$ cat config.mk
export PLATFORM = sky130hd
export DESIGN_NAME = lsu_top
export DESIGN_NICKNAME = d
export VERILOG_FILES = /design/src/source/lsu_pkg.sv /design/src/source/lsu_issue.sv /design/src/source/lsu_bus_tracker.sv /design/src/source/lsu_load_align.sv /design/src/source/lsu_top.sv
export SDC_FILE = /design/constraint.sdc
export NUM_CORES = 1
export LEC_CHECK = 0
export BUFFER_PORTS_ARGS = -buffer_cell sky130_fd_sc_hd__buf_2
export CORE_ASPECT_RATIO = 0.6
export CORE_MARGIN = 2
export CORE_UTILIZATION = 50
export CTS_CLUSTER_SIZE = 12
export DETAILED_ROUTE_END_ITERATION = 12
export GPL_TIMING_DRIVEN = 1
export HOLD_SLACK_MARGIN = 0.15
export PLACE_DENSITY_LB_ADDON = 0.05
export SETUP_SLACK_MARGIN = 0.05
export SLEW_MARGIN = 20
export SYNTH_ARGS = -nofsm -noshare
export SYNTH_HDL_FRONTEND = slang
export SYNTH_SLANG_ARGS = --single-unit
export TNS_END_PERCENT = 30
$ cat constraint.sdc
create_clock -name aclk -period 6.1 [get_ports aclk]
set_input_delay 0.915 -clock aclk [delete_from_list [all_inputs] [get_ports aclk]]
set_output_delay 0.915 -clock aclk [all_outputs]
set_load 0.03 [all_outputs]
$ cat src/source/lsu_pkg.sv
`default_nettype none

package lsu_pkg;

    localparam int xlen       = 32;
    localparam int reg_addr_w = 5;

    localparam logic [xlen-1:0] phys_mask    = 32'h1fff_ffff;
    localparam logic [2:0]      uncached_seg = 3'b101;  // kseg1

    // bus size codes
    localparam logic [1:0] size_byte = 2'd0;
    localparam logic [1:0] size_half = 2'd1;
    localparam logic [1:0] size_word = 2'd2;

    // bus data word, whole or per byte lane
    typedef union packed {
        logic [xlen-1:0] word;
        logic [3:0][7:0] bytes;  // bytes[0] is bits 7:0
    } data_word_u;

    typedef struct packed {
        logic                  is_load;
        logic                  sign_ext;
        logic [1:0]            size;
        logic [xlen-1:0]       base;
        logic [xlen-1:0]       offset;
        logic [xlen-1:0]       wdata;    // store data, right aligned
        logic [reg_addr_w-1:0] rd;
    } mem_op_t;

    typedef struct packed {
        logic            wr;
        logic [1:0]      size;
        logic [xlen-1:0] addr;
        logic [3:0]      wstrb;
        data_word_u      wdata;  // already in its byte lanes
        logic            cache;
    } bus_req_t;

    // what the write-back needs once data_ok returns
    typedef struct packed {
        logic                  is_load;
        logic                  sign_ext;
        logic [1:0]            size;
        logic [1:0]            addr_lo;
        logic [reg_addr_w-1:0] rd;
    } pend_t;

    typedef struct packed {
        logic                  valid;
        logic [reg_addr_w-1:0] rd;
        logic [xlen-1:0]       data;
    } wb_t;

    typedef struct packed {
        logic            valid;
        logic            is_store;
        logic [xlen-1:0] bad_addr;  // sum before masking
    } exc_t;

endpackage

`default_nettype wire

$ cat src/source/lsu_issue.sv
`timescale 1ns/1ps
`default_nettype none

module lsu_issue (
    input  logic              aclk,
    input  logic              aresetn,
    input  logic              op_valid,
    input  lsu_pkg::mem_op_t  op,
    input  logic              grant,
    input  logic              data_addr_ok,
    output logic              issue_stall,
    output logic              data_req,
    output lsu_pkg::bus_req_t data_req_s,
    output lsu_pkg::pend_t    pend,
    output lsu_pkg::exc_t     exc
);

    logic [lsu_pkg::xlen-1:0]       sum;
    logic [lsu_pkg::xlen-1:0]       addr;
    logic [1:0]                     lo;
    logic                           misaligned;
    logic [3:0]                     strb;
    lsu_pkg::data_word_u            src;
    lsu_pkg::data_word_u            lanes;
    logic                           accept;
    logic                           addr_hs;
    logic                           held;
    logic                           sign_ext_q;
    logic [lsu_pkg::reg_addr_w-1:0] rd_q;
    lsu_pkg::bus_req_t              req_q;
    logic                           exc_valid;
    logic                           exc_is_store;
    logic [lsu_pkg::xlen-1:0]       exc_addr;

    assign sum  = op.base + op.offset;
    assign addr = sum & lsu_pkg::phys_mask;
    assign lo   = sum[1:0];
    assign src.word = op.wdata;

    always_comb begin
        misaligned = 1'b0;
        strb       = 4'b0001;
        case (op.size)
            lsu_pkg::size_half: begin
                misaligned = lo[0];
                strb       = 4'b0011;
            end
            lsu_pkg::size_word: begin
                misaligned = |lo;
                strb       = 4'b1111;
            end
            default: ;  // byte, never misaligned
        endcase
        strb = strb << lo;
    end

    // move each store byte up into the lane its address selects
    always_comb begin
        logic [1:0] k;
        for (int i = 0; i < 4; i++) begin
            k = 2'(i) - lo;
            lanes.bytes[i] = strb[i] ? src.bytes[k] : 8'h00;
        end
    end

    assign addr_hs     = data_req && data_addr_ok;
    assign issue_stall = held && !addr_hs;  // free again in the addr_ok cycle
    assign accept      = op_valid && !issue_stall;
    assign data_req    = held && grant;

    always_ff @(posedge aclk) begin
        if (!aresetn) begin
            held      <= 1'b0;
            exc_valid <= 1'b0;
        end else begin
            exc_valid <= accept && misaligned;
            if (accept && !misaligned)
                held <= 1'b1;
            else if (addr_hs)
                held <= 1'b0;
        end
    end

    always_ff @(posedge aclk) begin
        if (accept) begin
            req_q.wr     <= !op.is_load;
            req_q.size   <= op.size;
            req_q.addr   <= addr;
            req_q.wstrb  <= strb;
            req_q.wdata  <= lanes;
            req_q.cache  <= sum[31:29] != lsu_pkg::uncached_seg;
            sign_ext_q   <= op.sign_ext;
            rd_q         <= op.rd;
            exc_is_store <= !op.is_load;
            exc_addr     <= sum;
        end
    end

    assign data_req_s = req_q;
    assign pend = '{is_load: !req_q.wr, sign_ext: sign_ext_q, size: req_q.size,
                    addr_lo: req_q.addr[1:0], rd: rd_q};
    assign exc  = '{valid: exc_valid, is_store: exc_is_store, bad_addr: exc_addr};

endmodule

`default_nettype wire

$ cat src/source/lsu_bus_tracker.sv
`timescale 1ns/1ps
`default_nettype none

module lsu_bus_tracker (
    input  logic           aclk,
    input  logic           aresetn,
    input  logic           data_addr_ok,
    input  logic           data_data_ok,
    input  lsu_pkg::pend_t pend_in,
    output logic           grant,
    output lsu_pkg::pend_t pend_out
);

    logic           busy;    // one access handed over, data_ok not yet seen
    lsu_pkg::pend_t pend_q;

    // addr_ok wins over data_ok, so a back to back access stays busy
    always_ff @(posedge aclk) begin
        if (!aresetn)
            busy <= 1'b0;
        else if (data_addr_ok)
            busy <= 1'b1;
        else if (data_data_ok)
            busy <= 1'b0;
    end

    always_ff @(posedge aclk) begin
        if (data_addr_ok)
            pend_q <= pend_in;
    end

    // the completing access may overlap a new request
    assign grant = !busy || data_data_ok;

    always_comb begin
        pend_out         = pend_q;
        pend_out.is_load = pend_q.is_load && busy;  // nothing outstanding, no load
    end

endmodule

`default_nettype wire

$ cat src/source/lsu_load_align.sv
`timescale 1ns/1ps
`default_nettype none

module lsu_load_align (
    input  logic                aclk,
    input  logic                aresetn,
    input  logic                data_data_ok,
    input  lsu_pkg::data_word_u data_rdata,
    input  lsu_pkg::pend_t      pend,
    output lsu_pkg::wb_t        wb
);

    logic [7:0]                     byte_sel;
    logic [15:0]                    half_sel;
    logic [lsu_pkg::xlen-1:0]       ext;
    logic                           load_done;
    logic                           wb_valid;
    logic [lsu_pkg::reg_addr_w-1:0] wb_rd;
    logic [lsu_pkg::xlen-1:0]       wb_data;

    always_comb begin
        byte_sel = data_rdata.bytes[pend.addr_lo];
        // halfwords are aligned, bit 1 picks the upper or lower pair
        half_sel = pend.addr_lo[1] ? {data_rdata.bytes[3], data_rdata.bytes[2]}
                                   : {data_rdata.bytes[1], data_rdata.bytes[0]};
        case (pend.size)
            lsu_pkg::size_byte: ext = {{24{pend.sign_ext & byte_sel[7]}}, byte_sel};
            lsu_pkg::size_half: ext = {{16{pend.sign_ext & half_sel[15]}}, half_sel};
            default:            ext = data_rdata.word;
        endcase
    end

    assign load_done = data_data_ok && pend.is_load;  // store data_ok carries nothing

    always_ff @(posedge aclk) begin
        if (!aresetn)
            wb_valid <= 1'b0;
        else
            wb_valid <= load_done;
    end

    always_ff @(posedge aclk) begin
        if (load_done) begin
            wb_rd   <= pend.rd;
            wb_data <= ext;
        end
    end

    assign wb = '{valid: wb_valid, rd: wb_rd, data: wb_data};

endmodule

`default_nettype wire

$ cat src/source/lsu_top.sv
`timescale 1ns/1ps
`default_nettype none

module lsu_top (
    input  logic                aclk,
    input  logic                aresetn,

    input  logic                op_valid,
    input  lsu_pkg::mem_op_t    op,
    output logic                issue_stall,

    output logic                data_req,
    output lsu_pkg::bus_req_t   data_req_s,
    input  logic                data_addr_ok,
    input  logic                data_data_ok,
    input  lsu_pkg::data_word_u data_rdata,

    output lsu_pkg::wb_t        wb,
    output lsu_pkg::exc_t       exc
);

    logic           grant;
    lsu_pkg::pend_t issue_pend;  // held request, taken on addr_ok
    lsu_pkg::pend_t done_pend;   // outstanding access, used on data_ok

    lsu_issue u_issue (
        .aclk         (aclk),
        .aresetn      (aresetn),
        .op_valid     (op_valid),
        .op           (op),
        .grant        (grant),
        .data_addr_ok (data_addr_ok),
        .issue_stall  (issue_stall),
        .data_req     (data_req),
        .data_req_s   (data_req_s),
        .pend         (issue_pend),
        .exc          (exc)
    );

    lsu_bus_tracker u_tracker (
        .aclk         (aclk),
        .aresetn      (aresetn),
        .data_addr_ok (data_addr_ok),
        .data_data_ok (data_data_ok),
        .pend_in      (issue_pend),
        .grant        (grant),
        .pend_out     (done_pend)
    );

    lsu_load_align u_load_align (
        .aclk         (aclk),
        .aresetn      (aresetn),
        .data_data_ok (data_data_ok),
        .data_rdata   (data_rdata),
        .pend         (done_pend),
        .wb           (wb)
    );

endmodule

`default_nettype wire

# [Word-level counts from Yosys, hierarchy flattened]
# Index checks and enable logic that the tools add are counted.
[op_classes] n_addsub=5 magnitude_cmp=5 eq_ne=4 n_shift=1 mux=18 n_bitwise=2 n_reduce_logical=19
[ops] operator="binary-select mux 8 bit (select 2 bit)" n=5
[ops] operator="one-hot mux 32 bit (2 select lines)" n=1
[ops] operator="two-way mux 8 bit" n=5
[ops] operator="adder 32 bit" n=1
[ops] operator="two-way mux 16 bit" n=1
[ops] operator="< comparator 2 x 3 -> 1 bit (second input constant)" n=5
[ops] operator="logical AND 1 bit" n=8
[ops] operator="one-hot mux 4 bit (2 select lines)" n=1
[ops] operator="zero test 1 bit" n=6
[ops] operator="== test 2 x 1 -> 1 bit (second input constant)" n=2
[ops] operator="two-way mux 1 bit" n=4
[ops] operator="nonzero test 2 bit" n=2
[ops] operator="<< shifter 4 x 2 -> 4 bit" n=1
[ops] operator="subtractor 1 x 2 -> 2 bit (first input constant)" n=2
[ops] operator="subtractor 2 bit (first input constant)" n=2
[ops] operator="inequality test 3 bit (second input constant)" n=1
[ops] operator="bitwise AND 1 bit" n=2
[ops] operator="== test 2 bit (second input constant)" n=1
[ops] operator="zero test 2 bit" n=1
[ops] operator="one-hot mux 1 bit (2 select lines)" n=1
[ops] operator="OR reduction 2 bit" n=1
[ops] operator="logical OR 1 bit" n=1
[word_totals] ff_bits=159 out_inout_bits=146 elab_cells=77

# [Logic depth before layout (Yosys ltp)]
[logic_depth] depth_word=10 ltp_mapped=11 mapped_depth_nobuf=11

# [Modules after synthesis]
# From an unflattened synthesis, not the netlist that was laid out.
[unflattened] hier_cells=661 hier_area_um2=7679.9
[modules_own_cells] mod="lsu_issue" instances=1 cells_per_inst=461 area_each_um2=5273.8
[modules_own_cells] mod="lsu_load_align" instances=1 cells_per_inst=174 area_each_um2=1944.4
[modules_own_cells] mod="lsu_bus_tracker" instances=1 cells_per_inst=26 area_each_um2=461.7

# [Worst setup path after synthesis]
# No wires, ideal clock.
[synth_path] path_type="input-to-reg" startpoint="in data_data_ok" endpoint="reg u_issue.exc_valid" setup_ns=0.080 t_arrival_ns=5.434 required_ns=6.020 path_slack_ns=0.586 path_stages=4 path_cell_list="nand2b_1 > a21boi_0 > nor2b_1 > and3_1"
[synth_between] elab_chain_len=8
[synth_lines] element="start, declared" line="lsu_top.sv:15" source="input logic data_data_ok,"
[synth_lines] element="logical OR 1 bit" line="lsu_bus_tracker.sv:33" source="assign grant = !busy || data_data_ok;"
[synth_lines] element="logical AND 1 bit" line="lsu_issue.sv:69" source="assign data_req = held && grant;"
[synth_lines] element="logical AND 1 bit" line="lsu_issue.sv:66" source="assign addr_hs = data_req && data_addr_ok;"
[synth_lines] element="zero test 1 bit" line="lsu_issue.sv:67" source="assign issue_stall = held && !addr_hs;"
[synth_lines] element="logical AND 1 bit" line="lsu_issue.sv:67"
[synth_lines] element="named net issue_stall" line="lsu_top.sv:10" source="output logic issue_stall,"
[synth_lines] element="zero test 1 bit" line="lsu_issue.sv:68" source="assign accept = op_valid && !issue_stall;"
[synth_lines] element="logical AND 1 bit" line="lsu_issue.sv:68"
[synth_lines] element="named net u_issue.accept" line="lsu_issue.sv:25" source="logic accept;"
[synth_lines] element="logical AND 1 bit" line="lsu_issue.sv:76" source="exc_valid <= accept && misaligned;"
[synth_lines] element="end signal, assigned" line="lsu_issue.sv:76"
[synth_lines] element="end, declared" line="lsu_issue.sv:31" source="logic exc_valid;"
# The timed path passes the listed nets, and every way through them passes these cells.
# A chain may end at the register's enable or synchronous reset.

# [Worst setup path after layout]
[layout_path] startpoint="in op[37] in the netlist's numbering" endpoint="reg u_issue.exc_addr[28] in the netlist's numbering, data pin"
[layout_between] elab_chain_len=1
[layout_lines] element="start, declared" line="lsu_top.sv:9" source="input lsu_pkg::mem_op_t op,"
[layout_lines] element="adder 32 bit" line="lsu_issue.sv:35" source="assign sum = op.base + op.offset;"
[layout_lines] element="named net u_issue.sum, one bit" line="lsu_issue.sv:18" source="logic [lsu_pkg::xlen-1:0] sum;"
[layout_lines] element="end signal, assigned" line="lsu_issue.sv:95" source="exc_addr <= sum;"
[layout_lines] element="end, declared" line="lsu_issue.sv:33" source="logic [lsu_pkg::xlen-1:0] exc_addr;"
# The timed path passes the listed nets, and every way through them passes these cells.

==> results.cfg <==
[power]
cellLeakagePower_nw = 4.22
power.share.clock = 0.357
p_int_mw = 1.95
p_seq_frac = 0.386
p_sw_mw = 0.960
swShare = 0.330
pwr_density_cell_mw_per_mm2 = 307
combPwrFrac = 0.257
vdd_drop_max_mv = 0.185

[floorplan]
die_h_microns = 98.7
dieArea_sq_mm = 0.0160
initial_core_util = 0.514
rows = 34
io_pins = 288
die_width_microns = 162
coreArea_sq_mm = 0.0145

[cells_and_area]
final_common_cell = buf_2
seqCellArea_sq_mm = 0.00386
nets = 1068
drive_above_1_share = 0.392
layout_common_cells = 284 x buf_2, 126 x edfxtp_1, 80 x nand2_1
fillers = 1207
area_growth_pct = 26.8
multi_input_area_sq_mm = 0.00318
fin_util = 0.651

[setup_path]
cp.required_ns = 6.36
crit_chain = buf_2, ha_4, inv_1, fa_1, nor2b_1, o2111ai_1, nand3_1, a21o_1, o41ai_4, o211a_1, or4_4, o211ai_2
crit_slowest_cell = or4_4
cp_data_arrival_time_ns = 3.31
critPathKind = in2reg
worstSetupStartpointType = input port
path_max_fanout = 5
worst_path_largest_cell_delay_ns = 0.53
end_kind = register

[logic_synthesis]
muxShareOfSynthArea = 0.0618
synthAdderAreaFrac = 0.0630
syn_inst = 643
yosysWarningCount = 0
synth_top_family_by_area = compound AO/OA/AOI/OAI gates
synth_top_flop_cell = edfxtp_1
synthSimpleGateAreaFrac = 0.124
synthArstFlopShare = 0
synth_xor_area_frac = 0.0340
syn_area_per_cell_sq_um = 11.6
syn_area_sq_mm = 0.00747
ys_types = 59
synth_compound_area_frac = 0.137
synth_edf_count = 126
ys_ff_latch = 130
synth-seq-area-share = 0.517

[cts]
clk_pin_slew_ns = 0.06
cts_tree = yes
ctsHoldBuffers = 0
ctsResizeCount = 0
cts_max_level = 4
cts_buffer_depth = 2
post_cts_buffers = 0
cts_made_buffers = 17
cts_sinks = 130
cts-root-buf = clkbuf_16
worstSkewPairLatency_ns = 0.41

[placed_design]
hpwl_mm = 14.5
place.gp.congestion = 0.859
io_buffers = 284

[min_path]
hold_path.class = reg2reg

[timing]
max_freq_ghz = 0.327
rsz0062_at_grt = no
setup_tns_ns = 0
setup_viol = 0
maxSlewViolCount = 0
finalCriticalPeriod_ns = 3.06
finClkSkew_ns = 0.00931
tightest_slew_ns = 0.992
hold_viol = 0
finalCritPeriodShare = 0.501
slew_headroom = 0.337

[detailed_routing]
wirelength_mm = 19.2
dr.pass1.iters = 5
routedWlPerCell_microns = 17.5
ant_nets = 0
via_per_inst = 5.40
drc_errors = 0
drt_iter0_drc = 503
vias = 5943

[grt]
grt_pass1_vias = 5488
grt_pass1_wl_mm = 29.4
antenna_found_initial = 1
grt-ovfl-total = 0
grt_max_degree = 46
track_usage = 0.239

[run_status]
status = completed

[run]
cap_violations = 0
-- path summary, 6_finish.rpt --
kind	from	endpoint	slack (ns)	cells after the start
worst max register to register	u_tracker.pend_out[6]	u_load_align.wb_data[14]	3.75	5
worst min-delay path	u_issue.rd_q[2]	u_tracker.pend_out[2]	0.41	0
worst max-delay path	op[37]	u_issue.exc_addr[28]	3.04	12
worst min register to register	u_issue.rd_q[2]	u_tracker.pend_out[2]	0.41	0
-- flip-flops by register name, indices dropped and copies added, names as in the netlist --
| signal | flops |
|---|---|
| u_issue.data_req_s | 40 |
| u_issue.exc_addr | 32 |
| u_issue.exc_valid | 1 |
| u_issue.held | 1 |
| u_issue.rd_q | 5 |
| u_issue.sign_ext_q | 1 |
| u_load_align.wb_data | 32 |
| u_load_align.wb_rd | 5 |
| u_load_align.wb_valid | 1 |
| u_tracker.busy | 1 |
| u_tracker.pend_out | 10 |
| u_tracker.pend_q | 1 |
-- cell type report --
class,instances,share of cell area
inverter,22,0.00872
antenna,1,0.000264
sequential,130,0.408
multi-input combinational,430,0.336
tap,198,0.0261
clock inverter,15,0.0191
timing repair buffer,288,0.157
clock buffer,17,0.0449
-- cell usage after synthesis, types with 7 or more instances --
master    number  share of area
nor2_1        26          0.013
ha_1          36          0.060
buf_4         40          0.040
nor2b_1       24          0.020
xnor2_1       21          0.025
and2_1        13          0.011
nand3_1        7         0.0047
inv_1         21          0.011
nand2_1       80          0.040
nand2b_1      12          0.010
o21ai_0       28          0.019
a21o_1        20          0.020
mux2i_1        9          0.012
a21oi_1       29          0.019
a221o_1        8          0.011
xor2_1         8         0.0094
mux4_2        16          0.048
clkbuf_1      20          0.010
nor3_1         7         0.0047
edfxtp_1     126           0.51
a211oi_1      19          0.019
-- cells by family after synthesis --
| logic type | after synthesis |
|---|---|
| and+or+nand+nor | 191 |
| AOI/OAI and AO/OA | 144 |
| DFF | 130 |
| buffers and inverters | 85 |
| adders and majority gates | 37 |
| xor gates and xnor gates | 29 |
| muxes | 26 |
| other | 1 |
-- stage by stage --
stage	hold WS [ns]	setup slack (ns)	total power, mW	instances	cell area, sq um
6_report	0.413	3.04	2.91	1101	9480
3_3_place_gp	0.401	2.51	1.87	1066	8790
2_1_floorplan	0.400	0.586	1.69	645	7480
4_1_cts	0.418	2.81	2.92	1098	9400
5_1_grt	0.423	2.84	3.03	1101	9480
3_5_place_dp	0.405	2.41	1.88	1066	8790
-- critical path: cells and delay by family --
kind	cells	cell delay, ns
buffers and inverters	2	0.15
adders and majority gates	2	0.53
and+or+nand+nor	3	0.87
AOI/OAI and AO/OA	5	0.85
-- metal layers --
layer | global-route usage | up-vias | share of wire
li1 | - | 2843 | -
met1 | 0.349 | 2797 | 0.46
met2 | 0.359 | 280 | 0.45
met3 | 0.0518 | 23 | 0.081
met4 | 0.0742 | 0 | 0.015
met5 | 0 | - | 0
-- power by group through the flow --
| stage | Sequential (mW) | Clock [mW] | Combinational (mW) |
|---|---|---|---|
| floorplan | 1.26 | 0 | 0.427 |
| global placement | 1.14 | 0 | 0.725 |
| detailed placement | 1.14 | 0 | 0.735 |
| CTS | 1.13 | 1.05 | 0.739 |
| global route | 1.13 | 1.09 | 0.803 |
| finish | 1.12 | 1.04 | 0.746 |
Note: power is estimated with default switching activity, not from simulation.
